===== src/bubbleEmu_cfg.svh =====
`ifndef BUBBLE_EMU_CFG_SVH
`define BUBBLE_EMU_CFG_SVH

// Bubble loop geometry
`define BUBBLE_POSITIONS    2053    // Positions 0 to 2052
`define INITIAL_POSITION    1464    // Lands on position 0 after the pre-roll

// Access lengths in bit slots
`define BOOT_OUT_LENGTH     4571
`define PAGE_OUT_LENGTH     703

// Bootloader windows
`define BOOT_START_SLOT     2641    // Two-slot start pattern
`define BOOT_DATA_FIRST     2643
`define BOOT_DATA_LAST      4562
`define BOOT_DUMMY_LAST     4568    // End of low dummy bits

// Page window
`define PAGE_DATA_FIRST     101
`define PAGE_DATA_LAST      612

// Buffer, bus and drive cycle
`define BUFFER_DEPTH        2048    // Two-bit pairs
`define SLOT_CYCLES         4       // Clocks per bit slot
`define PAIRS_PER_WORD      16      // Pairs in one AXI data word

`endif


===== src/bubblePkg.sv =====
`include "bubbleEmu_cfg.svh"

package bubblePkg;

    // Drive-cycle events, one-cycle enables
    typedef struct packed {
        logic positionChange;   // Slot phase 0
        logic dataOutNotice;    // Replicator clamp
        logic dataOutStrobe;    // Bubble bit ready
        logic positionLatch;    // Page start marker
        logic pageSelect;       // High for page access
        logic coilRun;          // Active low while bubbles move
    } bubbleTimingT;

    // Serial bubble pins
    typedef struct packed {
        logic odd;
        logic even;
    } bubbleOutT;

    // Sequencer access state
    typedef enum logic [1:0] {
        standby,
        bootOut,
        pageOut
    } accessModeT;

    // One AXI word seen as control register or as buffer pairs
    typedef union packed {
        struct packed {
            logic [27:0] reserved;
            logic        busy;          // Read only
            logic        start;         // Self clearing
            logic        pageSelect;
            logic        moduleEnable;
        } ctrl;
        logic [`PAIRS_PER_WORD-1:0][1:0] pairs;     // Lane i at bits 2i+1 and 2i
    } bubbleWordU;

endpackage


===== src/bubbleTimingGenerator.sv =====
`timescale 1ns/1ns
`include "bubbleEmu_cfg.svh"

module bubbleTimingGenerator
    import bubblePkg::*;
(
    input  logic         bubble_buffer_write_clock,
    input  logic         bufferDataOutCounterEnable,    // Async reset
    input  logic         startPulse,
    input  logic         pageSelect,                    // Access type at start
    output bubbleTimingT timing,
    output logic         busy
);

    localparam int PhaseBits = $clog2(`SLOT_CYCLES);
    localparam int SlotBits  = $clog2(`BOOT_OUT_LENGTH + 1);
    localparam logic [PhaseBits-1:0] PhaseLast = PhaseBits'(`SLOT_CYCLES - 1);
    localparam logic [PhaseBits-1:0] PhaseNotice = PhaseBits'(1);
    localparam logic [PhaseBits-1:0] PhaseStrobe = PhaseBits'(2);

    logic [PhaseBits-1:0] phase;            // Clock within the slot
    logic [SlotBits-1:0]  slot;             // 1 to access length
    logic [SlotBits-1:0]  accessLength;
    logic                 pageMode;         // Latched access type
    logic                 leadIn;           // Slot before slot 1
    logic                 slotEnd;

    assign accessLength = pageMode ? SlotBits'(`PAGE_OUT_LENGTH)
                                   : SlotBits'(`BOOT_OUT_LENGTH);
    assign slotEnd      = (phase == PhaseLast);

    always_ff @(posedge bubble_buffer_write_clock or posedge bufferDataOutCounterEnable)
    begin
        if (bufferDataOutCounterEnable)
        begin
            busy     <= 1'b0;
            pageMode <= 1'b0;
            leadIn   <= 1'b0;
            phase    <= '0;
            slot     <= '0;
        end
        else if (!busy)
        begin
            busy     <= startPulse;             // Start ignored while running
            pageMode <= pageSelect;
            leadIn   <= 1'b1;
            phase    <= '0;
            slot     <= '0;
        end
        else
        begin
            phase <= slotEnd ? '0 : phase + 1'b1;
            if (slotEnd && leadIn)
            begin
                leadIn <= 1'b0;
                slot   <= SlotBits'(1);
            end
            else if (slotEnd && (slot == accessLength))
            begin
                busy <= 1'b0;                   // Coil stops after last slot
            end
            else if (slotEnd)
            begin
                slot <= slot + 1'b1;
            end
        end
    end

    // Drive events decoded from phase and state
    always_comb
    begin
        timing.coilRun        = ~busy;                      // Low for the whole access
        timing.pageSelect     = busy & pageMode;
        timing.positionLatch  = busy & pageMode & leadIn & (phase == '0);
        timing.positionChange = busy & ~leadIn & (phase == '0);
        timing.dataOutNotice  = busy & ~leadIn & (phase == PhaseNotice);
        timing.dataOutStrobe  = busy & ~leadIn & (phase == PhaseStrobe);
    end

endmodule


===== config.mk =====
export PLATFORM = sky130hd
export DESIGN_NAME = bubbleTimingGenerator
export DESIGN_NICKNAME = d
export VERILOG_FILES = /design/src/bubblePkg.sv /design/src/bubbleTimingGenerator.sv
export VERILOG_INCLUDE_DIRS = /design/src
export SDC_FILE = /design/constraint.sdc
export NUM_CORES = 1
export LEC_CHECK = 0
export ABC_AREA = 1
export BUFFER_PORTS_ARGS = -buffer_cell sky130_fd_sc_hd__buf_2
export CAP_MARGIN = 5
export CELL_PAD_IN_SITES_DETAIL_PLACEMENT = 1
export CELL_PAD_IN_SITES_GLOBAL_PLACEMENT = 1
export CORE_MARGIN = 2
export CORE_UTILIZATION = 45
export CTS_CLUSTER_SIZE = 25
export DETAILED_ROUTE_END_ITERATION = 8
export PLACE_DENSITY = 0.9
export SYNTH_ARGS = -nofsm -noshare
export SYNTH_HDL_FRONTEND = slang
export SYNTH_SLANG_ARGS = --single-unit

===== constraint.sdc =====
create_clock -name bubble_buffer_write_clock -period 4.4 [get_ports bubble_buffer_write_clock]
set_clock_uncertainty 0.1 [all_clocks]
set_input_delay 0.88 -clock bubble_buffer_write_clock [delete_from_list [all_inputs] [get_ports bubble_buffer_write_clock]]
set_output_delay 0.88 -clock bubble_buffer_write_clock [all_outputs]
set_load 0.01 [all_outputs]

Word level (Yosys, flattened, before mapping) --
Index checks and enable logic that the tools add are counted.
Word-level totals: input port bits 4, logic and storage cells 39, register bits 18, output and inout port bits 7
Operators by class: add/sub/neg operators 2, equal/unequal tests 7, bitwise gates (word level) 9, reduce and logical (&&, ||, !) cells 4, muxes and demuxes 12
Operator list (number):
- $mux W13 | 5
- $add A13 B1 Y13 const B | 1
- $eq A13 B13 Y1 | 1
- $and A1 B1 Y1 | 7
- $mux W1 | 5
- $eq A2 B2 Y1 const B | 2
- $mux W2 | 2
- $ne A3 B1 Y1 const B | 1
- $ne A3 B3 Y1 const B | 1
- $add A2 B1 Y2 const B | 1
- $eq A2 B1 Y1 const B | 1
- $logic_and A1 B1 Y1 | 2
- $logic_not A2 Y1 | 1
- $ne A2 B1 Y1 const B | 1
- $not A1 Y1 | 2
- $reduce_and A2 Y1 | 1

Longest topological paths before layout --
Gate-level depths: netlist of the first run.
depth after elaboration 6, gate-level depth with buffers 10, gate-level depth less buffers 8

Worst setup path after synthesis of the first run --
OpenSTA, ideal clock, no wires.
path kind reg-to-output, start point register busy, end point output port timing[3] (netlist bit), setup slack 2.485 ns, data arrival time 0.935 ns, required time 3.420 ns, stages on the path, launching flop included 6, buffers on the path 1, cell sequence dfrtp_1 clkbuf_8 inv_1 nor2_1 inv_1 nor2_1
RTL lines:
- from (decl) | line bubbleTimingGenerator.sv:12 | output logic busy
- from (signal assigned) | line bubbleTimingGenerator.sv:44 | busy <= startPulse;
- to (decl) | line bubbleTimingGenerator.sv:11 | output bubbleTimingT timing,

==> results of run 1 <==
[cell type report]
cell class / count / area (sq um) / share of cell area
Clock buffer: 3 / 22.5 / 0.0174
Tap cell: 30 / 37.5 / 0.0291
Inverter: 29 / 109 / 0.0843
Sequential cell: 18 / 450 / 0.349
Multi-Input combinational cell: 128 / 622 / 0.482
Timing Repair Buffer: 10 / 50.0 / 0.0388
[critical path, cell delays in order (launching register included)]
cell     delay [ns]
dfrtp_1        0.43
inv_1          0.12
ha_1           0.19
inv_1          0.06
nor3_1         0.18
buf_2          0.16
[registers in the layout, indices dropped and copies added, names as in the netlist]
register and flops:
phase 2, leadIn 1, slot 13, pageMode 1, busy 1
[stage by stage]
stage               instances  cell area, sq um  total power [mW]  setup slack, ns   util
floorplan                 180              1230             0.411             2.48      -
global placement          215              1270             0.435             2.47  0.499
detailed placement        215              1270             0.456             2.37  0.499
CTS                       218              1290             0.550             1.98  0.507
global route              218              1290             0.588             1.86  0.507
finish                    218              1290             0.545             1.99  0.507
[power by group]
part / total [mW] / internal [mW] / switching [mW] / leakage (nW)
combinational: 0.215 / 0.0744 / 0.141 / 0.448
clock: 0.0853 / 0.0320 / 0.0534 / 0.0138
sequential: 0.244 / 0.197 / 0.0476 / 0.233
[cells by family (layout without fill, tap and decap cells)]
kind of cell	Yosys count	count (layout)	synth area share
xor gates and xnor gates	1	1	0.00712
and+or+nand+nor	104	104	0.364
buffers and inverters	34	42	0.129
AOI/OAI and AO/OA	18	18	0.0833
DFF	18	18	0.366
adders and majority gates	5	5	0.0508
[Yosys cell counts]
cell      number
a21o_1         1
a21oi_1        2
buf_2          2
buf_6          1
buf_8          1
clkbuf_8       1
dfrtp_1       18
ha_1           5
inv_1         28
inv_2          1
nand2_1       47
nand2_2        1
nand2_4        1
nand3_1       18
nand3_2        1
nand4_1        5
nor2_1        28
nor2_2         1
nor3_1         1
o211ai_1       1
o21ai_0       12
o21ai_2        2
or2_2          1
xnor2_1        1
[final timing paths]
path	depth (start not counted)	slack, ns	startpoint	to
max in group asynchronous	2	3.17	bufferDataOutCounterEnable	slot[12]
worst max-delay path	5	1.99	phase[0]	timing[2]
worst max register to register	7	2.63	slot[0]	slot[9]
min in group asynchronous	2	0.57	bufferDataOutCounterEnable	slot[2]
worst min-delay path	1	0.42	phase[0]	phase[0]
worst min register to register	1	0.42	phase[0]	phase[0]
[routing by layer]
metal | part of all wire | GRT usage
met3 | 0.029 | 0.0230
met5 | 0 | 0
met1 | 0.44 | 0.296
met2 | 0.51 | 0.395
met4 | 0.021 | 0.0850
==> results, run 1 <==
- The run finished with clean final reports.
- The worst path arrival time is 1.43 ns.
- STA puts the critical path data required time at 3.42 ns.
- For the pin with the worst max-slew slack, the measured transition is 0.715 ns.
- The routability congestion estimate is 0.832.
- The total of fill cells in the finished design is 351.
- Measured along the x axis, the die boundary spans 56.3 microns.
- During synthesis, Yosys emitted a total of 0 warnings.
- Clock-pin slew was measured on the worst setup and hold paths at 0.10 ns.
- Summed over all cells, the static leakage comes to 0.694 nW.
- Adding up every negative setup slack in the final design gives 0 ns.
- The repair_antennas step left the layout with diodes totalling 0.
- For this run, the total global-route usage over all layers was measured as 0.229.
- The headroom to the max-slew limit is 0.523.
- The HPWL after detailed placement is 2450 microns.
- The post-cts repair resize count is 0.
- After global routing the overflow that remains totals 0.
- The tool flagged a number of max-cap violations equal to 0.
- At the end of the flow, the number of nets in the layout was 199.
- The endpoint kind of the worst setup timing path is a primary output.
- The first global-routing pass estimated 5720 microns of wire.
- The path class of the tightest hold or removal check is register to register.
- The initial antenna violation count is 0.
- The number of detailed-routing iterations run before antenna repair is 4.
- The via count of the first global-routing pass is 1260.
- The setup fix buffers added after clock tree synthesis is 0.
- The clock network latency to the later pin of the worst-skew pair is 0.30 ns.
- Measured along the y axis, the die boundary spans 56.3 microns.
- The number of distinct library cells after synthesis is 24.
- The post-synthesis instance area is 1230 sq um.
- The die covers 3170 sq um.
- The total setup violations reported at the end of the flow is 0.
- The total nets after synthesis is 189.
- After detailed routing, the number of remaining DRC violations is 0.
- The clock passes through at most 2 buffers.
- The remaining antenna violation count after routing is 0.
- In this run the core area contains 18 standard-cell rows.
- Of all nets on the critical path, the largest fanout is 4.
- The first routing iteration left 41 violations.
- Dividing the final minimum period by the clock period gives 0.548.
- The category of the worst setup path launch point is a register.
- Entering global routing, the biggest net connects 26 pins.
- The critical path in this run is classified as register to primary output.
- The cell count after synthesis came out at 180.
- The library cells used most frequently in the layout, excluding fill and tap cells, are nand2_1 (47), inv_1 (28), nor2_1 (28).
- Using the TritonRoute via totals, the vias-per-cell ratio works out to 5.37.
- CTS built an H-tree with a depth of 1.
- By area the synthesized netlist is led by dfrtp_1 (37%), nand2_1 (14%), inv_1 (8.5%).
- The post-synthesis sequential area ratio is 0.366.
- The core outline area is 2540 sq um.
- The highest ir drop seen on vdd is 0.362 mV.
- Clock tree synthesis inserted a total of 3 buffers.
- The highest achievable clock rate is 0.415 GHz.
- The biggest area contributor in the post-synthesis netlist is dfrtp_1.
- 11 I/O pins were placed.
- Across all hold checks on the routed design, the worst slack comes to 0.418 ns.
- For this configuration, the core starts out at a cell density of 0.484.
- After layout, the minimum clock period comes to 2.41 ns.
- The synthesized area per cell is 6.84 sq um.
- The power density over cell area is 422 nW/um^2.
- The total routed wirelength is 3300 microns.
- Of the cells placed in the final design, the portion with a size suffix greater than 1 is 0.112.
- The final hold violation count is 0.
- The per-cell routed wire length is 15.1 microns.
- Port buffering added 10 buffers.
- The routed via count is 1171.
- The root buffer cell chosen for the clock tree is clkbuf_4.
- The number of pins with negative max-slew slack in the final report is 0.
- Setup repair after global routing left no endpoint under its margin.
- The area growth from synthesis to final layout is 4.88%.
- The flip-flop and latch count after synthesis is 18.
- Leaving out fill and tap cells, the most frequent cell in the layout is nand2_1.
- For this design, the CTS-stage hold fixing added 0 buffers.
- TritonCTS built the clock tree.
- Of the post-synthesis cell area, the dominant cell type holds 0.366.
- The clock sink total is 18.
Power figures use the tool's default switching activity.
==> run 2: changes to the inputs <==
--- a/config.mk
+++ b/config.mk
@@ -6,16 +6,16 @@
 export SDC_FILE = /design/constraint.sdc
 export NUM_CORES = 1
 export LEC_CHECK = 0
-export ABC_AREA = 1
+export ABC_AREA = 0
 export BUFFER_PORTS_ARGS = -buffer_cell sky130_fd_sc_hd__buf_2
 export CAP_MARGIN = 5
 export CELL_PAD_IN_SITES_DETAIL_PLACEMENT = 1
 export CELL_PAD_IN_SITES_GLOBAL_PLACEMENT = 1
 export CORE_MARGIN = 2
-export CORE_UTILIZATION = 45
+export CORE_UTILIZATION = 44
 export CTS_CLUSTER_SIZE = 25
 export DETAILED_ROUTE_END_ITERATION = 8
-export PLACE_DENSITY = 0.9
+export PLACE_DENSITY = 0.85
 export SYNTH_ARGS = -nofsm -noshare
 export SYNTH_HDL_FRONTEND = slang
 export SYNTH_SLANG_ARGS = --single-unit
==> constraint.sdc (replaced) <==
create_clock -name bubble_buffer_write_clock -period 2.35 [get_ports bubble_buffer_write_clock]
set_clock_uncertainty 0.1 [all_clocks]
set_input_delay 0.47 -clock bubble_buffer_write_clock [delete_from_list [all_inputs] [get_ports bubble_buffer_write_clock]]
set_output_delay 0.47 -clock bubble_buffer_write_clock [all_outputs]
set_load 0.01 [all_outputs]
==> run 2 against run 1 <==
Clock-buffer cell count unchanged. Via count decreased by 6.6%. Critical path depth increased by 1. Die area decreased by 1.8%. Area after synthesis decreased by 4.2%. Synthesized cell count decreased by 26%. Hold slack got worse by 0.24 ns. Critical endpoint is now slot[3]. Largest cell class unchanged. Highest routed layer unchanged.
==> results, run 2 <==
- In the final layout, the registers with the most flip-flops are slot: 13 flops, phase: 2 flops.
- The clock tree root driver cell is clkbuf_4.
- The async set-reset flop share out of synthesis came to 1.00 (unchanged).
- The highest ir drop seen on vdd is 0.544 mV (+50%).
- The sum of net half-perimeters after detailed placement is 2420 microns (-1.1%).
- Yosys instantiated no cell more often than dfrtp_1.
- The fraction of synthesized area in multiplexers came to 0.00848 (+0.00848).
- The routability congestion estimate came to 0.855 (+2.7%).
- The transition time of the tightest slew-check pin is 0.751 ns (+0.0361 ns).
- The number of ports placed on the die boundary is 11 (unchanged).
- The category of the worst setup path launch point is a register.
- The number of instances in the synthesized netlist is 133 (-26%).
- The maximum level of the CTS H-tree was 1 (unchanged).
- The combined global-route utilization of all metal layers is 0.232 (+0.00288).
- The starting density of the core is 0.472 (-0.0118).
- The number of enable flip-flop cells after synthesis is 0 (unchanged).
- The area fraction in compound gates after synthesis was 0.176 (+0.0927).
- The xor and xnor area share after synthesis is 0 (-0.00711).
- The endpoint kind of the worst setup timing path is a register.
- Among all stages on the critical path, the largest delay is contributed by ha_1.
- The number of flip-flops under the largest register name is 13 (unchanged).
- The core outline area is 2500 sq um (-1.8%).
- The number of cells on the worst reg-to-reg path is 6 (-1).
- The worst-path maximum fanout is 16 (+12).
- In this run the critical register-to-register path is launched from phase[0].
- The headroom to the max-slew limit came to 0.499 (-0.0241).
- The endpoint identified for the worst register-to-register timing path is slot[3].
- TritonCTS built the clock tree.
- The fraction of final layout cells sized beyond drive strength 1 came to 0.156 (+0.0443).
- The signal on the critical path passes through ha_1 -> inv_1 -> or3_1 -> a21oi_1 -> a21oi_1 -> o21ai_0.
- The worst hold path class is input pin to asynchronous set/reset pin.
- The post-route setup TNS is 0 ns (unchanged).
- The post-CTS clock slew at the launch and capture registers of the worst setup and hold paths is 0.11 ns (about the same).
- The post-synthesis sequential area ratio came to 0.382 (+0.0159).
- The worst path required time is 2.47 ns (-0.95 ns).
- The power density over cell area is 888 nW/um^2 (+110%).
- The share of the synthesized area in the top cell type was 0.382 (+0.0159).
- The count of maximum capacitance violations was 0 (unchanged).
- The wire length of the first global-routing pass is 5680 microns (-0.73%).
- The flip-flop and latch count after synthesis is 18 (unchanged).
- From synthesis to final layout, the design area changed by 7.21%.
- The number of DRC violations after detailed-routing iteration 0 came to 36 (-12%).
- The largest net degree at the start of global routing is 19 (-27%).
- The synthesized area per cell is 8.87 sq um (+30%).
- The post-cts repair resize count is 0 (unchanged).
- The delay of the slowest cell on the worst path is 0.50 ns (+0.07 ns).
- The static leakage is 0.570 nW (-18%).
- The library cells used most frequently in the layout, excluding fill and tap cells, are dfrtp_1 (18), nand2_1 (16), nand3_1 (13).
- For this run, the leading register cell type out of synthesis is dfrtp_1.
- The Yosys warning count was 0 (unchanged).
- The via count of the first global-routing pass is 1163 (-7.7%).
- The hold buffer count at cts is 0 (unchanged).
- The number of detailed-routing iterations run before antenna repair was 4 (unchanged).
- The per-cell routed wire length is 18.7 microns (+24%).
- The count of buffers inserted at the top-level ports came to 10 (unchanged).
- The number of distinct library cells after synthesis is 40 (+67%).
- The net total in the final layout is 152 (-24%).
- The minimum setup slack in the final design came to 0.280 ns (-1.71 ns).
- Derived from the worst setup path, the maximum achievable clock frequency is 0.483 GHz.
- The setup fix buffers added after clock tree synthesis is 0 (unchanged).
- The remaining global-route overflow was 0 (unchanged).
- The run finished with clean final reports.
- The setup slack of the worst register-to-register path came to 0.28 ns (-2.35 ns).
- The total nets after synthesis is 142 (-25%).
- Ranked by flip-flop count, first place goes to slot.
- The number of antenna repair diodes came to 0 (unchanged).
- After synthesis, the most frequently instantiated cells are dfrtp_1 (18), nand2_1 (16), nand3_1 (13), nor2_1 (11), nand4_1 (8).
- The post-place setup slack is 0.317 ns (-2.05 ns).
- The TritonCTS buffer count came to 3 (unchanged).
- The fraction of the mapped netlist area in simple logic gates is 0.334 (-0.0298).
- The worst path arrival time is 2.19 ns (+0.76 ns).
- Ranked by total cell area, the synthesized netlist is headed by dfrtp_1 (38%), nand3_1 (5.5%), ha_1 (5.3%).
- The die area was 3110 sq um (-1.8%).
- The dominant combinational cell family by area after synthesis is simple AND/OR/NAND/NOR gates.
- The largest total area in the synthesized netlist belongs to dfrtp_1.
- The final routed DRC violation total is 0 (unchanged).
- The total setup violations reported at the end of the flow is 0 (unchanged).
- The initial antenna violation count came to 0 (unchanged).
- The number of pins with negative max-slew slack in the final report was 0 (unchanged).
- The critical path in this run is classified as register to register.
- The post-route clock period utilization is 0.881.
- The worst path in the final design needs a cycle of 2.07 ns, including I/O delays and setup.
- The cell type with the highest occurrence count on the critical path is a21oi_1.
- The die extent in y was 55.8 microns (-0.92%).
- Setup repair after global routing left no endpoint under its margin.
- The maximum number of buffers from clock root to sink is 2 (unchanged).
- The remaining antenna violation count after routing is 0 (unchanged).
- The post-synthesis instance area is 1180 sq um (-4.2%).
- The overall die width is 55.8 microns (-0.92%).
- The most common library cell in the layout ignoring fill and taps is dfrtp_1.
- The clock sink total is 18 (unchanged).
- The final hold violation count came to 0 (unchanged).
- The cell row count came to 18 (unchanged).
- The total routed wirelength is 3200 microns (-3.1%).
- The routed via count is 1094 (-6.6%).
- The clock network latency to the later pin of the worst-skew pair is 0.30 ns (about the same).
- The number of vias per cell after detailed routing is 6.40 (+19%).
- The area share of fa/ha/maj cells after synthesis is 0.0530 (+0.00221).
-- run 2: cell count changes after synthesis, sizes merged, moves of 5 or more --
cell and change:
a21oi +5, and3 +5, inv -23, nand2 -33
nand3 -5, nor2 -18, o21ai -7
-- run 2: logic make-up after synthesis --
| family | count (synthesis) |
|---|---|
| AND/OR/NAND/NOR | 69 |
| AO/OA/AOI/OAI | 28 |
| flip-flops | 18 |
| buffers and inverters | 12 |
| adder cells (fa/ha/maj) | 5 |
| multiplexers | 1 |
-- run 2: critical path: cells and delay by family, from the launching register on --
kind                       cells  cell delay [ns]
DFF                            1             0.41
and+or+nand+nor                1             0.39
buffers and inverters          1             0.24
adders and majority gates      1             0.50
AOI/OAI and AO/OA              3             0.34
-- run 2: final cells by class --
class | count | area [sq um]
repair buffers | 11 | 57.6
well taps | 30 | 37.5
multi-input cells | 103 | 674
inverters | 6 | 22.5
fillers | 305 | 1230
clock buffers | 3 | 22.5
flip-flops and latches | 18 | 450
-- run 2: layer usage --
metal  vias up  global-route usage  part of all wire
li1        506                   -                 -
met1       543               0.319              0.44
met2        32               0.349              0.47
met3        13              0.0349             0.046
met4         0               0.129             0.037
met5         -                   0                 0
-- run 2: how the worst max path moves through the flow --
stage              end     start  slack, ns
5_1_grt        slot[3]  phase[0]       0.05
4_1_cts        slot[3]  phase[0]       0.29
2_1_floorplan  slot[1]   slot[0]       0.75
6_report       slot[3]  phase[0]       0.28
3_3_place_gp   slot[3]  phase[0]       0.45
3_5_place_dp   slot[3]  phase[0]       0.32
-- run 2: stage by stage --
stage	hold slack (ns)	total power, mW	instance area [sq um]	utilization	cells
floorplan	0.309	0.818	1180	-	133
global placement	0.370	0.930	1240	0.497	168
detailed placement	0.394	0.966	1240	0.497	168
CTS	0.195	1.13	1260	0.506	171
global route	0.226	1.23	1260	0.506	171
finish	0.177	1.12	1260	0.506	171
-- run 2: power breakdown --
part	switching, mW	internal [mW]
clock network	0.103	0.0599
registers	0.0867	0.372
logic	0.313	0.190
total	0.502	0.622
