===== config.mk =====
export PLATFORM = sky130hd
export DESIGN_NAME = bubbleAxiLoader
export DESIGN_NICKNAME = d
export VERILOG_FILES = /design/src/bubblePkg.sv /design/src/bubbleAxiLoader.sv
export VERILOG_INCLUDE_DIRS = /design/src
export SDC_FILE = /design/constraint.sdc
export NUM_CORES = 1
export LEC_CHECK = 0
export BUFFER_PORTS_ARGS = -buffer_cell sky130_fd_sc_hd__buf_4
export CAP_MARGIN = 10
export CORE_ASPECT_RATIO = 0.8
export CORE_UTILIZATION = 43
export DETAILED_ROUTE_END_ITERATION = 6
export PLACE_DENSITY = 0.69
export SKIP_CTS_REPAIR_TIMING = 1
export SLEW_MARGIN = 10
export SYNTH_ARGS = -nofsm -noshare
export SYNTH_HDL_FRONTEND = slang
export SYNTH_SLANG_ARGS = --single-unit
export TNS_END_PERCENT = 100

===== constraint.sdc =====
create_clock -name bubble_buffer_write_clock -period 5.5 [get_ports bubble_buffer_write_clock]
set_clock_uncertainty 0.15 [all_clocks]
set_input_delay 1.1 -clock bubble_buffer_write_clock [delete_from_list [all_inputs] [get_ports bubble_buffer_write_clock]]
set_output_delay 1.1 -clock bubble_buffer_write_clock [all_outputs]
set_load 0.01 [all_outputs]

===== src/bubbleEmu_cfg.svh =====
`ifndef BUBBLE_EMU_CFG_SVH
`define BUBBLE_EMU_CFG_SVH

// Bubble loop geometry
`define BUBBLE_POSITIONS    2053    // Positions 0 to 2052
`define INITIAL_POSITION    1464    // Lands on position 0 after the pre-roll

// Access lengths in bit slots
`define BOOT_OUT_LENGTH     4571
`define PAGE_OUT_LENGTH     703

// Bootloader windows
`define BOOT_START_SLOT     2641    // Two-slot start pattern
`define BOOT_DATA_FIRST     2643
`define BOOT_DATA_LAST      4562
`define BOOT_DUMMY_LAST     4568    // End of low dummy bits

// Page window
`define PAGE_DATA_FIRST     101
`define PAGE_DATA_LAST      612

// Buffer, bus and drive cycle
`define BUFFER_DEPTH        2048    // Two-bit pairs
`define SLOT_CYCLES         4       // Clocks per bit slot
`define PAIRS_PER_WORD      16      // Pairs in one AXI data word

`endif


===== src/bubblePkg.sv =====
`include "bubbleEmu_cfg.svh"

package bubblePkg;

    // Drive-cycle events, one-cycle enables
    typedef struct packed {
        logic positionChange;   // Slot phase 0
        logic dataOutNotice;    // Replicator clamp
        logic dataOutStrobe;    // Bubble bit ready
        logic positionLatch;    // Page start marker
        logic pageSelect;       // High for page access
        logic coilRun;          // Active low while bubbles move
    } bubbleTimingT;

    // Serial bubble pins
    typedef struct packed {
        logic odd;
        logic even;
    } bubbleOutT;

    // Sequencer access state
    typedef enum logic [1:0] {
        standby,
        bootOut,
        pageOut
    } accessModeT;

    // One AXI word seen as control register or as buffer pairs
    typedef union packed {
        struct packed {
            logic [27:0] reserved;
            logic        busy;          // Read only
            logic        start;         // Self clearing
            logic        pageSelect;
            logic        moduleEnable;
        } ctrl;
        logic [`PAIRS_PER_WORD-1:0][1:0] pairs;     // Lane i at bits 2i+1 and 2i
    } bubbleWordU;

endpackage


===== src/bubbleAxiLoader.sv =====
`timescale 1ns/1ns
`include "bubbleEmu_cfg.svh"

module bubbleAxiLoader
    import bubblePkg::*;
(
    input  logic        bubble_buffer_write_clock,
    input  logic        bufferDataOutCounterEnable,     // Async reset
    input  logic        awvalid,
    output logic        awready,
    input  logic [11:0] awaddr,
    input  logic        wvalid,
    output logic        wready,
    input  logic [31:0] wdata,
    output logic        bvalid,
    input  logic        bready,
    output logic [1:0]  bresp,
    input  logic        arvalid,
    output logic        arready,
    input  logic [11:0] araddr,
    output logic        rvalid,
    input  logic        rready,
    output logic [31:0] rdata,
    output logic [1:0]  rresp,
    output logic        bufWrite,
    output logic [10:0] bufWriteAddress,
    output logic [1:0]  bufWriteData,
    output logic        startPulse,
    output logic        pageSelect,
    output logic        moduleEnable,
    input  logic        busy
);

    localparam int LaneBits = $clog2(`PAIRS_PER_WORD);
    localparam int BaseBits = $clog2(`BUFFER_DEPTH) - LaneBits;
    localparam logic [LaneBits-1:0] LaneLast = LaneBits'(`PAIRS_PER_WORD - 1);
    localparam logic [9:0] BufferWords = 10'(`BUFFER_DEPTH / `PAIRS_PER_WORD);

    logic                awHandshake;
    logic                wHandshake;
    logic                awPending;         // AW taken, W outstanding
    logic [9:0]          writeAddrQ;        // Word index held from AW
    logic [9:0]          writeWordIndex;
    logic                isControlWord;
    logic                isBufferWord;
    bubbleWordU          writeWord;
    bubbleWordU          wordQ;             // Word being unpacked
    bubbleWordU          statusView;
    bubbleWordU          readWord;
    logic [BaseBits-1:0] bufferBase;        // Pair block of the word
    logic [LaneBits-1:0] laneCount;
    logic                unpacking;

    assign awHandshake    = awvalid & awready;
    assign wready         = (awready & awvalid) | awPending;  // W with or after AW
    assign wHandshake     = wvalid & wready;
    assign writeWordIndex = awPending ? writeAddrQ : awaddr[11:2];
    assign isControlWord  = (writeWordIndex == 10'd0);
    assign isBufferWord   = !isControlWord && (writeWordIndex <= BufferWords);
    assign writeWord      = bubbleWordU'(wdata);

    // Control view of the register, busy is live
    always_comb
    begin
        statusView                   = '0;
        statusView.ctrl.busy         = busy;
        statusView.ctrl.pageSelect   = pageSelect;
        statusView.ctrl.moduleEnable = moduleEnable;
    end

    always_ff @(posedge bubble_buffer_write_clock or posedge bufferDataOutCounterEnable)
    begin
        if (bufferDataOutCounterEnable)
        begin
            awready      <= 1'b1;
            awPending    <= 1'b0;
            bvalid       <= 1'b0;
            unpacking    <= 1'b0;
            laneCount    <= '0;
            startPulse   <= 1'b0;
            pageSelect   <= 1'b0;
            moduleEnable <= 1'b0;
            arready      <= 1'b1;
            rvalid       <= 1'b0;
        end
        else
        begin
            startPulse <= 1'b0;                         // One-cycle pulse
            if (awHandshake)
            begin
                awready <= 1'b0;                        // Held off until B completes
            end
            if (wHandshake)
            begin
                awPending <= 1'b0;
            end
            else if (awHandshake)
            begin
                awPending <= 1'b1;
            end
            if (wHandshake && isControlWord)
            begin
                moduleEnable <= writeWord.ctrl.moduleEnable;
                pageSelect   <= writeWord.ctrl.pageSelect;
                startPulse   <= writeWord.ctrl.start;
                bvalid       <= 1'b1;
            end
            else if (wHandshake && isBufferWord)
            begin
                unpacking <= 1'b1;                      // Sixteen pair writes follow
                laneCount <= '0;
            end
            else if (wHandshake)
            begin
                bvalid <= 1'b1;                         // Unmapped word dropped
            end
            if (unpacking)
            begin
                laneCount <= laneCount + 1'b1;
                if (laneCount == LaneLast)
                begin
                    unpacking <= 1'b0;
                    bvalid    <= 1'b1;                  // Cycle after last pair
                end
            end
            if (bvalid && bready)
            begin
                bvalid  <= 1'b0;
                awready <= 1'b1;
            end
            if (arvalid && arready)
            begin
                arready <= 1'b0;
                rvalid  <= 1'b1;
            end
            if (rvalid && rready)
            begin
                rvalid  <= 1'b0;
                arready <= 1'b1;
            end
        end
    end

    always_ff @(posedge bubble_buffer_write_clock)
    begin
        if (awHandshake)
        begin
            writeAddrQ <= awaddr[11:2];
        end
        if (wHandshake)
        begin
            wordQ      <= writeWord;
            bufferBase <= writeWordIndex[BaseBits-1:0] - BaseBits'(1);  // Word 1 is block 0
        end
        if (arvalid && arready)
        begin
            readWord <= (araddr[11:2] == 10'd0) ? statusView : '0;
        end
    end

    assign bufWrite        = unpacking;
    assign bufWriteAddress = {bufferBase, laneCount};
    assign bufWriteData    = wordQ.pairs[laneCount];
    assign bresp           = 2'b00;                     // Always OKAY
    assign rresp           = 2'b00;
    assign rdata           = readWord;

endmodule


After elaboration in Yosys (flattened, before gate mapping)
Cells that the tools add are included.
{"block": "classes", "addsub": 2, "n_lt_le_gt_ge": 2, "eq_ne": 2, "mux": 25, "n_bitwise": 3, "reduce_logical": 14}
{"operator": "logical NOT 10 bit", "count": 2}
{"operator": "two-way mux 1 bit", "count": 19}
{"operator": "two-way mux 4 bit", "count": 3}
{"operator": "<= comparator 10 x 8 -> 1 bit, second input constant", "count": 1}
{"operator": "two-way mux 10 bit", "count": 1}
{"operator": "binary-select mux 2 bit (select 4 bit)", "count": 1}
{"operator": "nonzero test 2 bit", "count": 4}
{"operator": "subtractor 7 x 1 -> 7 bit, second input constant", "count": 1}
{"operator": "logical AND 1 bit", "count": 6}
{"operator": "less-than comparator 4 x 5 -> 1 bit, second input constant", "count": 1}
{"operator": "adder 4 x 1 -> 4 bit, second input constant", "count": 1}
{"operator": "equality test 4 bit, second input constant", "count": 1}
{"operator": "AND 1 bit", "count": 2}
{"operator": "two-way mux 2 bit", "count": 1}
{"operator": "inequality test 2 bit, second input constant", "count": 1}
{"operator": "AND reduction 2 bit", "count": 1}
{"operator": "logical NOT 1 bit", "count": 1}
{"operator": "bitwise OR 1 bit", "count": 1}
{"block": "word_totals", "ff_bits": 94, "in_bits": 64, "out_inout_bits": 58, "wordCells": 63}

Logic depth before layout (Yosys ltp)
Gate-level depths: netlist of run 1.
{"block": "depth", "word_depth": 10, "mapped_depth": 7, "mapped_depth_nobuf": 6}

Worst setup path after synthesis of run 1
Ideal clock, no wire load.
{"block": "synth_timing", "path_type": "reg2out", "startpoint": "reg laneCount[0]", "endpoint": "out bufWriteData[0]", "t_arrival_ns": 1.694, "required_time_ns": 4.250, "setup_slack_ns": 2.556, "path_stages_with_launch": 6, "path_buffers": 2, "cell_sequence": "dfrtp_1 -> clkbuf_1 -> buf_2 -> mux4_2 -> a22oi_1 -> nand2_1"}
{"block": "synth_between", "elab_chain_cells": 2}
{"item": "start: declaration", "line_no": "bubbleAxiLoader.sv:51", "source": "logic [LaneBits-1:0] laneCount;"}
{"item": "start signal: assignment", "line_no": "bubbleAxiLoader.sv:119", "source": "laneCount <= laneCount + 1'b1;"}
{"item": "binary-select mux 2 bit (select 4 bit)", "line_no": "bubbleAxiLoader.sv:163", "source": "assign bufWriteData = wordQ.pairs[laneCount];"}
{"item": "two-way mux 2 bit (implied by the code)", "line_no": "bubbleAxiLoader.sv:163"}
{"item": "end: declaration", "line_no": "bubbleAxiLoader.sv:27", "source": "output logic [1:0] bufWriteData,"}
No other way between the ends. The select of a mux whose other input is x is not followed.

Final worst setup path of run 1
Same ends and word-level chain as after synthesis.

==> run summary, run 1 <==
The proportion of power drawn by combinational gates came out at 0.264. In this run the power spent charging and discharging nets is 0.0004820 W. Across all hold checks on the routed design, the worst slack comes to 0.3446 ns.

The portion of netlist area occupied by mux cells works out to 0.09656. The tools report the clock root buffer master as clkbuf_8. The tools report the endpoint type of the worst setup path as an output port.

The arrival time of the worst setup path came out at 2.31 ns. Setup repair after global routing left no endpoint under its margin. The wire-length estimate of the detail-placed layout is 4.052 mm. The layer flagged by global routing as most heavily used is met2. The max-slew headroom at the worst pin was 0.3564. The share of flip-flops with an asynchronous set or reset after synthesis works out to 0.2000.

The kind of cell with the highest combined delay along the critical path is flip-flops. Derived from the worst setup path, the maximum achievable clock frequency is 0.2812 GHz. Clock tree synthesis inserted a total of 9 buffers.

The sequential group share of total power was 0.451; the count of TritonRoute iterations in the first routing pass was 4. In this design, the stage delay of the slowest critical-path cell is 0.85 ns. The internal power was 0.001106 W; the global-route usage over all layers was 0.1521. The logs give 0 for the max-slew violation count and 43 for the pin count of the biggest net entering global routing. The fraction of layout instances using a drive strength above 1 is 0.3707, and the count of vias placed by the detailed router is 1,931. Synthesis handed over a netlist of 227 instances. Setup violations remaining at the end of the flow were counted as 0. For the cell area after technology mapping, the log shows 3058 sq um. The power density of the placed cells came out at 409.7 nW/um^2. In the post-synthesis netlist, the biggest area contributors are edfxtp_1, dfrtp_1, buf_4, mux2i_1, mux4_2.

The startpoint identified for the worst hold timing path is arready. The maximum count of clock buffers along a single path is 2, and the share of the clock period used by the worst path is 0.6467. The synthesized-area fraction occupied by xor and xnor cells was 0.02291; the routability congestion estimate from global placement was 0.7622. The peak fanout along the critical path came out at 16. The register bit count reported by yosys is 65, and the compound-cell area share of the yosys netlist is 0.05278.

The first global-routing pass estimated 8.286 mm of wire. After synthesis, the largest family of logic cells by area is buffers and inverters. The total overflow left after global routing is 0. In the routed design, unresolved DRC markers number 0. In this run, distinct cell masters in the synthesized netlist total 45.

The critical path goes through mux2_2 -> o21ai_0 -> a21oi_1 -> a22oi_1 -> nand2_1 -> buf_4. The tool flagged a number of max-cap violations equal to 0. The initial antenna violation count was 0; the post-CTS clock slew at the launch and capture registers of the worst setup and hold paths was 0.07 ns. Each instance of the synthesized netlist takes up on average 13.47 sq um. The number of global-route vias before repair is 1,795, and the transition time at the pin with the least slew margin is 0.9653 ns.

The simple-gate share of the synthesized area came out at 0.09370. In this run, the number of DRC markers left after iteration 0 of detailed routing was 96. Met2 track utilization from global routing: 0.2291. The run gives 3875 sq um as the finished layout cell area. The initial core utilization was 0.4437; the depth of the CTS H-tree was 3.

TritonCTS built the clock tree. Start point of the critical path: laneCount[0]. The number of I/O pins is 122, and the required time of the worst setup path is 4.25 ns. The post-route minimum period is 3.557 ns, and the met3 track demand over resource in global routing is 0.04118. The worst register-to-register path begins at awPending. For the final-report hold violation count, the log shows 0. The repair_antennas step left the layout with diodes totalling 0.

The clock reaches the later pin of the worst-skew pair after 0.34 ns. Net switching share of the total power: 0.3036. The sequential element share of the synthesized area was 0.6178; the quantity of I/O buffers inserted on ports was 84. The worst supply voltage drop on vdd is 0.1774 mV. The run finished with clean final reports.

The average vias per placed instance was 4.733; the y dimension of the die was 77.43 um. CTS saw 65 sinks. The most used flip-flop cell after synthesis is edfxtp_1. Die boundary width: 96.29 um.

Most common library cell in the layout ignoring fill and taps: buf_4. The logs give 5.397 mm for the final routed wirelength across all metal layers and 383 for the post-layout net count. The critical path is of the flip-flop to output port type.

Summed over all instances, the cell type with the most area after synthesis is edfxtp_1. The synthesized design contains 52 enable-type register cells. The die covers 7455 sq um. The tools report the final-layout fill cell count as 572. Sort of element at the start of the critical path: a flip-flop.

The layout overhead on the synthesized area was 26.72%; the cell leakage power was 1.608 nW. The top cell type's share of synthesized area is 0.5106, and the placed instance area is 3649 sq um. The antenna violation net count after detailed routing was 0. In the layout the commonest cells are buf_4, edfxtp_1, conb_1. Yosys printed 0 warnings. The global routing met1 resource utilization is 0.2057. For the summed negative setup slack over all endpoints, the log shows 0 ns.

The critical path's slowest cell was dfrtp_1. The core outline area came out at 6892 sq um. In the final routed layout, each cell accounts on average for 13.23 um.

The fraction of power consumed by the clock network was 0.284; the count of standard-cell rows was 27. Class of the worst hold path: flip-flop to flip-flop. The total buffers and inverters traversed by the critical path is 1, and the adder-cell area share of the yosys netlist is 0.01227.
state kept, by name (all words and copies together) (netlist names):
name and count:
awPending 1, bvalid 1, startPulse 1, rvalid 1
pageSelect 1, wordQ 32, awready 1, laneCount 4
bufferBase 7, arready 1, moduleEnable 1, bufWrite 1
rdata 3, writeAddrQ 10
cell type report:
type	count	area, sq um	area share
clock buffer	9	123.9	0.03197
sequential	65	1889	0.4876
multi-input combinational	144	974.7	0.2515
clock inverter	7	102.6	0.02648
inverter	12	45.04	0.01162
tap	87	108.9	0.02809
timing repair buffer	84	630.6	0.1627
power by group through the flow:
stage	Clock, W	Combinational [W]	Sequential, W
2_1_floorplan	0	0.000305	0.000686
3_3_place_gp	0	0.000416	0.000728
3_5_place_dp	0	0.000425	0.000729
4_1_cts	0.000462	0.000427	0.000718
5_1_grt	0.000484	0.000467	0.000732
6_report	0.000452	0.000420	0.000716
metrics by stage:
step | instances | setup WS [ns] | total power (W) | utilization
6_report | 408 | 1.943 | 0.001588 | 0.5623
5_1_grt | 408 | 1.754 | 0.001682 | 0.5623
4_1_cts | 408 | 1.893 | 0.001607 | 0.5623
3_5_place_dp | 392 | 2.217 | 0.001154 | 0.5294
3_3_place_gp | 392 | 2.244 | 0.001144 | 0.5294
2_1_floorplan | 259 | 2.556 | 0.0009903 | -
cell families (layout without fill, tap and decap cells):
kind of cell,after synthesis,in the layout
xor+xnor,8,8
buf+inv,50,112
other cells,1,33
mux,23,23
flops,65,65
compound gates,24,24
simple gates,53,53
fa+ha+maj,3,3
tightest hold or removal path, cell delays in order, from the launching register on:
cell and delay [ns]:
dfstp_2 0.38, inv_1 0.04, o21ai_0 0.07
synthesized netlist by cell type (2+ instances only):
cell,n
dfstp_2,2
buf_1,2
buf_2,2
mux2i_1,13
and3_1,2
o21ai_0,8
nor3_1,5
ha_1,3
dfrtp_1,11
nor2b_1,3
nor2_1,15
a22oi_1,2
buf_4,33
nor4_1,2
mux4_2,4
inv_1,12
xor2_1,2
a21oi_1,7
xnor2_1,6
mux2_4,2
edfxtp_1,52
nand2_1,10
mux2_2,4
nand3_1,4
path summary, 6_finish.rpt:
kind,end,slack [ns],cells after the start
worst max-delay path,bufWriteData[0],1.94,6
worst min-delay path,arready,0.34,2
worst max register to register,laneCount[2],2.68,5
worst min register to register,arready,0.34,2
max in group asynchronous,awready,4.18,2
min in group asynchronous,rvalid,0.65,2
per-layer routing:
layer | share of wire | wire length, um
met4 | 0.017 | 93
met1 | 0.46 | 2501
met3 | 0.064 | 346
met2 | 0.46 | 2456
met5 | 0 | 0
No activity file was read; power rests on OpenSTA's default activity.
==> inputs of run 2 (changes only) <==
PLACE_DENSITY = 0.72   (was 0.69)
clock period = 3 ns   (was 5.5 ns; I/O delays follow)
==> run 2 against run 1 <==
Design area is 1.4% higher. Sequential power is 77% higher. First-iteration DRC count is 9.4% higher. Worst setup slack worse by 1.7 ns. Sequential share of layout area is 0.65 points lower. Utilization is 0.76 points higher. Non-clock buffer count is 4 higher. Final cell count is 0.98% higher. Critical path type unchanged.
==> run summary, run 2 (same netlist as run 1, synthesis figures left out) <==
Setup repair after global routing left no endpoint under its margin. The violation count after the first detailed-routing iteration came out at 105 (+9.4%). The depth of the CTS H-tree came out at 3 (unchanged). The tools report the total CTS buffers as 9 (unchanged). In the final layout, the registers with the most flip-flops are wordQ (32), writeAddrQ (10), bufferBase (7).

The run gives 1,835 (+2.2%) as the number of global-route vias before repair. The floorplan die area is 7455 sq um (unchanged). The half-perimeter wire length of the detailed placement result is 4.138 mm (+2.1%), and the core outline area is 6892 sq um (unchanged). For the maximum count of clock buffers along a single path, the log shows 2 (unchanged). Arrival time of the worst setup path: 1.97 ns (-0.34 ns). The remaining global-route overflow came out at 0 (unchanged). The count of inserted antenna diode cells is 0 (unchanged).

The fraction of layout instances using a drive strength above 1 works out to 0.3785 (+0.007745). The run gives 0.278 (+0.014) as the proportion of power drawn by combinational gates. The routability congestion estimate from global placement was 0.7392 (-3.0%); the setup violation total in the final timing report was 0 (unchanged). The average vias per placed instance was 4.680 (-1.1%); the final routed wirelength across all metal layers was 5.399 mm (about the same).

Required time of the worst setup path: 2.25 ns (-2.00 ns). In the layout the commonest cells are buf_4, edfxtp_1, conb_1. Clock root buffer master: clkbuf_8. The minimum setup slack after placement came out at 0.5113 ns (-1.705 ns).

The tools report the max-slew headroom at the worst pin as 0.6349 (+0.2784). The quantity of I/O buffers inserted on ports is 84 (unchanged), and the initial antenna violation count is 0 (unchanged). The die boundary width is 96.29 um (unchanged), and the antenna violation net count after detailed routing is 0 (unchanged). For the max-capacitance violation count, the log shows 0 (unchanged). The post-route minimum period works out to 2.717 ns.

The final standard cell count with taps included and fillers excluded is 412 (+0.98%), and the post-layout net count is 387 (+1.0%). The run gives 0.5699 (+0.007625) as the utilization after layout. The tools report the total design power as 0.003013 W (+90%).

Pin count of the biggest net entering global routing: 33 (-23%). The worst setup path is launched from a flip-flop. The worst setup path is captured at an output port. For the fraction of power consumed by the clock network, the log shows 0.301 (+0.017). The mean routed wirelength per cell was 13.10 um (-0.93%).

The net load switching power was 0.0008807 W (+83%). The clock sink count came out at 65 (unchanged). The share of the clock period used by the worst path is 0.9056, and the count of vias placed by the detailed router is 1,928 (-0.16%). The register bank with the most flops was wordQ. The first-pass GRT wire length was 8.473 mm (+2.3%); the count of TritonRoute iterations in the first routing pass was 4 (unchanged). The transition time at the pin with the least slew margin was 0.5471 ns (-0.4182 ns); the max-slew violation count was 0 (unchanged). The y dimension of the die is 77.43 um (unchanged), and the peak fanout along the critical path is 6 (-10).

Clock latency at the later pin of the worst-skew pair: 0.34 ns (about the same). The worst register-to-register path begins at writeAddrQ[4]. Count of cells along the worst register-to-register path: 5 (unchanged).

The global-route usage over all layers was 0.1572 (+0.005139); the internal power was 0.002133 W (+93%). The net switching share of the total power is 0.2923 (-0.01134), and the layout overhead on the synthesized area is 28.44%. Most common library cell in the layout ignoring fill and taps: buf_4. The post-placement cell count is 396 (+1.0%), and the power density of the placed cells is 767.2 nW/um^2 (+87%). For the summed negative setup slack over all endpoints, the log shows 0 ns (unchanged). The tightest min-delay check is of the input pin to asynchronous set/reset pin type.

The logs give 0.4015 mV (+130%) for the worst supply voltage drop on vdd and 122 (unchanged) for the number of I/O pins. The startpoint-to-endpoint class of the critical path was flip-flop to output port. Flip-flop count of the largest register, all copies and words added: 32 (unchanged). The sequential group share of total power was 0.421 (-0.030). The run gives 0.3681 GHz as the upper clock frequency limit. The initial core utilization was 0.4437 (unchanged). TritonCTS built the clock tree.

Post-CTS clock slew at the launch and capture registers of the worst setup and hold paths: 0.07 ns (about the same). The flow ran to the end, and the final reports show no timing, DRC or antenna violations. The number of remaining DRC errors came out at 0 (unchanged). The final-report hold violation count was 0 (unchanged). The cell leakage power is 1.642 nW (+2.1%), and the count of standard-cell rows is 27 (unchanged). Capture instance of the worst register-to-register path: pageSelect. The run gives 0.2833 ns (-1.660 ns) as the worst path setup slack after routing.

For the register-to-register setup slack, the log shows 0.69 ns (-1.99 ns).
[run 2: cell count changes in the layout (fill, tap and decap cells not counted), sizes merged]
cell	delta
clkinvlp	-1
bufinv	+1
buf	+4
[run 2: through the flow]
step	hold slack, ns	instance area (sq um)
CTS	0.1575	3928
global route	0.1731	3928
detailed placement	0.3496	3679
floorplan	0.3255	3178
global placement	0.3321	3679
finish	0.1564	3928
[run 2: worst max path at each step]
stage | startpoint | endpoint | cells after the start
CTS | laneCount[0] | bufWriteData[0] | 5
floorplan | laneCount[0] | bufWriteData[0] | 5
global route | laneCount[0] | bufWriteData[1] | 5
global placement | awaddr[2] | laneCount[2] | 7
finish | laneCount[0] | bufWriteData[0] | 5
detailed placement | awaddr[2] | laneCount[2] | 7
[run 2: final cells by class]
cell class | count | area, sq um
fill | 571 | 2964
sequential | 65 | 1889
multi-input combinational | 144 | 974.7
timing repair buffer | 88 | 660.6
clock inverter | 7 | 125.1
clock buffer | 9 | 123.9
tap | 87 | 108.9
inverter | 12 | 45.04
[run 2: power groups by stage]
stage,Combinational [W],Clock [W],Sequential (W)
5_1_grt,0.000921,0.000965,0.00129
3_3_place_gp,0.000831,0,0.00128
6_report,0.000837,0.000907,0.00127
4_1_cts,0.000847,0.000929,0.00127
2_1_floorplan,0.000558,0,0.00126
3_5_place_dp,0.000843,0,0.00129
[run 2: layer usage]
layer | track usage | share of wire | routed length [um] | vias to the layer above
li1 | - | - | - | 939
met1 | 0.1937 | 0.43 | 2331 | 902
met2 | 0.2482 | 0.49 | 2669 | 78
met3 | 0.05294 | 0.057 | 308 | 9
met4 | 0.07164 | 0.017 | 90 | 0
met5 | 0 | 0 | 0 | -
[run 2: worst max-delay path, stage by stage, from the launching register on]
cell,delay (ns)
dfrtp_1,0.47
buf_4,0.22
mux4_2,0.51
a22oi_1,0.21
nand2_1,0.08
buf_4,0.15
==> inputs of run 3 (changes only) <==
PLACE_DENSITY = 0.69   (was 0.72)
clock period = 2.5 ns   (was 3 ns; I/O delays follow)
==> run 3 against run 2 <==
The run now ends with setup timing left. Worst setup slack worse by 0.30 ns. Count of clock-buffer cells in the layout unchanged. Hold slack got worse by 0.10 ns. Global-route usage down 0.37 points. Register-to-register slack lost 0.57 ns. Utilization grew 0.96 points. Final cell count grew 1.9%. Sequential cell count stayed put. Die area did not move. Critical path type unchanged. Largest power group unchanged.
==> run summary, run 3 (same netlist as run 1, synthesis figures left out) <==
The run gives 65 (unchanged) as the clock sink count. The library cell used most frequently in the layout, excluding fill and tap cells, is buf_4. The count of cells along the worst register-to-register path works out to 7 (+2). The routed length on met3 came out at 365 um (+19%).

The cell sitting at the root of the clock tree is a clkbuf_8. The total area of multi-input combinational cells is 996.0 sq um (+2.2%), and the final-layout fill cell count is 579 (+1.4%). The quantity of I/O buffers inserted on ports is 84 (unchanged). Final routed wirelength across all metal layers: 5.628 mm (+4.2%). The signal on the critical path passes through buf_12 -> buf_8 -> mux4_2 -> a22oi_1 -> nand2_1 -> buf_6. The class of the worst hold path was input pin to asynchronous set/reset pin. Summed negative setup slack over all endpoints: -0.02498 ns (-0.02498 ns). The antenna violation net count after detailed routing was 0 (unchanged); the required time of the worst setup path was 1.85 ns (-0.40 ns). The worst setup path is launched from a flip-flop.

For the max-capacitance violation count, the log shows 0 (unchanged). Transition time at the pin with the least slew margin: 0.5572 ns (+0.01012 ns). The library cells used most frequently in the layout, excluding fill and tap cells, are buf_4, edfxtp_1, conb_1. The tools report the critical register-to-register path startpoint as awPending.

The count of vias placed by the detailed router is 1,962 (+1.8%), and the average vias per placed instance is 4.671 (-0.17%). The arrival time of the worst setup path came out at 1.87 ns (-0.10 ns). TritonCTS built the clock tree. The post-layout net count is 395 (+2.1%). The post-placement cell count was 397 (+0.25%). The critical path's slowest cell is mux4_2. The global-route usage over all layers is 0.1536 (-0.003656). The share of the clock period used by the worst path came out at 1.007. The tools report the worst supply voltage drop on vdd as 0.4558 mV (+14%). The run finished, with violations left. The y dimension of the die was 77.43 um (unchanged); the number of remaining DRC errors was 0 (unchanged). Setup repair after global routing could not meet its margin everywhere.

Max-slew headroom at the worst pin: 0.6281 (-0.006754). Placed instance area: 3699 sq um (+0.54%). For the count of TritonRoute iterations in the first routing pass, the log shows 4 (unchanged).

The depth of the CTS H-tree is 3 (unchanged), and the max-slew violation count is 0 (unchanged). The violation count after the first detailed-routing iteration is 56 (-47%), and the number of global-route vias before repair is 1,707 (-7.0%). The post-route minimum period was 2.517 ns; the layout overhead on the synthesized area was 30.61%.

Half-perimeter wire length of the detailed placement result: 4.079 mm (-1.4%). For the finished layout cell area, the log shows 3994 sq um (+1.7%). For the pin count of the biggest net entering global routing, the log shows 33 (unchanged).

The mean routed wirelength per cell came out at 13.40 um (+2.3%). The die boundary width was 96.29 um (unchanged); the post-CTS clock slew at the launch and capture registers of the worst setup and hold paths was 0.07 ns (about the same). The count of inserted antenna diode cells came out at 0 (unchanged). The minimum setup slack after placement is 0.1455 ns (-0.3657 ns), and the count of standard-cell rows is 27 (unchanged). STA classifies the critical path endpoint as an output port.

The fraction of layout instances using a drive strength above 1 is 0.4024 (+0.02394). For this run, the top clock speed supported by timing is 0.3973 GHz. The number of I/O pins came out at 122 (unchanged).

The power density of the placed cells is 907.2 nW/um^2 (+18%). The logs give 0.34 ns (about the same) for the clock latency at the later pin of the worst-skew pair and 6892 sq um (unchanged) for the core outline area. The final-report hold violation count is 0 (unchanged).

The checks that failed: setup timing. The met2 wirelength from detailed routing is 2.568 mm (-3.8%). The tools report the total CTS buffers as 9 (unchanged). The highest metal layer carrying signal wires in the routed design is met4.

The tools report the setup violation total in the final timing report as 2 (+2). The remaining global-route overflow is 0 (unchanged), and the routability congestion estimate from global placement is 0.7484 (+1.2%). The peak fanout along the critical path works out to 7 (+1).

The largest registers in the layout are wordQ (32), writeAddrQ (10), bufferBase (7). The total design power was 0.003623 W (+20%); the met1 layer wirelength in the final routing was 2.605 mm (+12%). Startpoint-to-endpoint class of the critical path: flip-flop to output port.

The final standard cell count with taps included and fillers excluded is 420 (+1.9%), and the first-pass GRT wire length is 8.259 mm (-2.5%). For the storage element area, the log shows 1889 sq um (unchanged). The register-to-register setup slack was 0.12 ns (-0.57 ns). The tools report the floorplan die area as 7455 sq um (unchanged). The register bank with the most flops was wordQ. The tools report the initial core utilization as 0.4437 (unchanged).

The flip-flop count of the largest register, all copies and words added was 32 (unchanged). The endpoint identified for the worst register-to-register timing path is laneCount[2]. The tools report the maximum count of clock buffers along a single path as 2 (unchanged). The worst stage delay on the critical path came out at 0.50 ns (about the same). The run gives 1.661 nW (+1.1%) as the cell leakage power. The tools report the worst path setup slack after routing as -0.01714 ns (-0.3005 ns). The initial antenna violation count was 0 (unchanged).
==> run 3: changes by cell type in the layout (fill, tap and decap cells not counted), sizes merged <==
cell      change
buf           +8
clkinv        -1
clkinvlp      +3
bufinv        -2
==> run 3: layout make-up <==
class / instances / area share
inverter: 12 / 0.01128
clock inverter: 7 / 0.01974
sequential: 65 / 0.4731
tap: 87 / 0.02726
timing repair buffer: 96 / 0.1883
clock buffer: 9 / 0.03102
multi-input combinational: 144 / 0.2494
==> run 3: through the flow <==
stage / hold slack [ns] / utilization
6_report: 0.05642 / 0.5795
5_1_grt: 0.07880 / 0.5795
4_1_cts: 0.05956 / 0.5661
3_5_place_dp: 0.3515 / 0.5367
3_3_place_gp: 0.3279 / 0.5367
2_1_floorplan: 0.2255 / -
==> run 3: report_power, final <==
part / internal [W] / total, W / switching, W
clock network: 0.000468 / 0.000895 / 0.000427
registers: 0.00137 / 0.00152 / 0.000153
logic: 0.000654 / 0.00120 / 0.000551
==> run 3: metal layers <==
metal  up-vias  GRT usage
met5         -          0
met4         0    0.05821
met3         6    0.05490
met2        83     0.2255
met1       912     0.2075
li1        961          -
==> run 3: critical path, delay by kind of cell (launching register included) <==
family / cells / cell delay [ns]
buf+inv: 3 / 0.37
compound gates: 1 / 0.18
flops: 1 / 0.37
mux: 1 / 0.50
simple gates: 1 / 0.09
==> run 3: how the worst max path moves through the flow <==
| stage | from | end | depth (start not counted) | slack [ns] |
|---|---|---|---|---|
| 2_1_floorplan | laneCount[0] | bufWriteData[0] | 5 | 0.16 |
| 3_3_place_gp | awaddr[3] | laneCount[2] | 7 | 0.18 |
| 3_5_place_dp | awaddr[3] | laneCount[2] | 7 | 0.15 |
| 4_1_cts | laneCount[0] | bufWriteData[0] | 7 | -0.07 |
| 5_1_grt | laneCount[0] | bufWriteData[0] | 6 | -0.09 |
| 6_report | laneCount[0] | bufWriteData[1] | 6 | -0.02 |
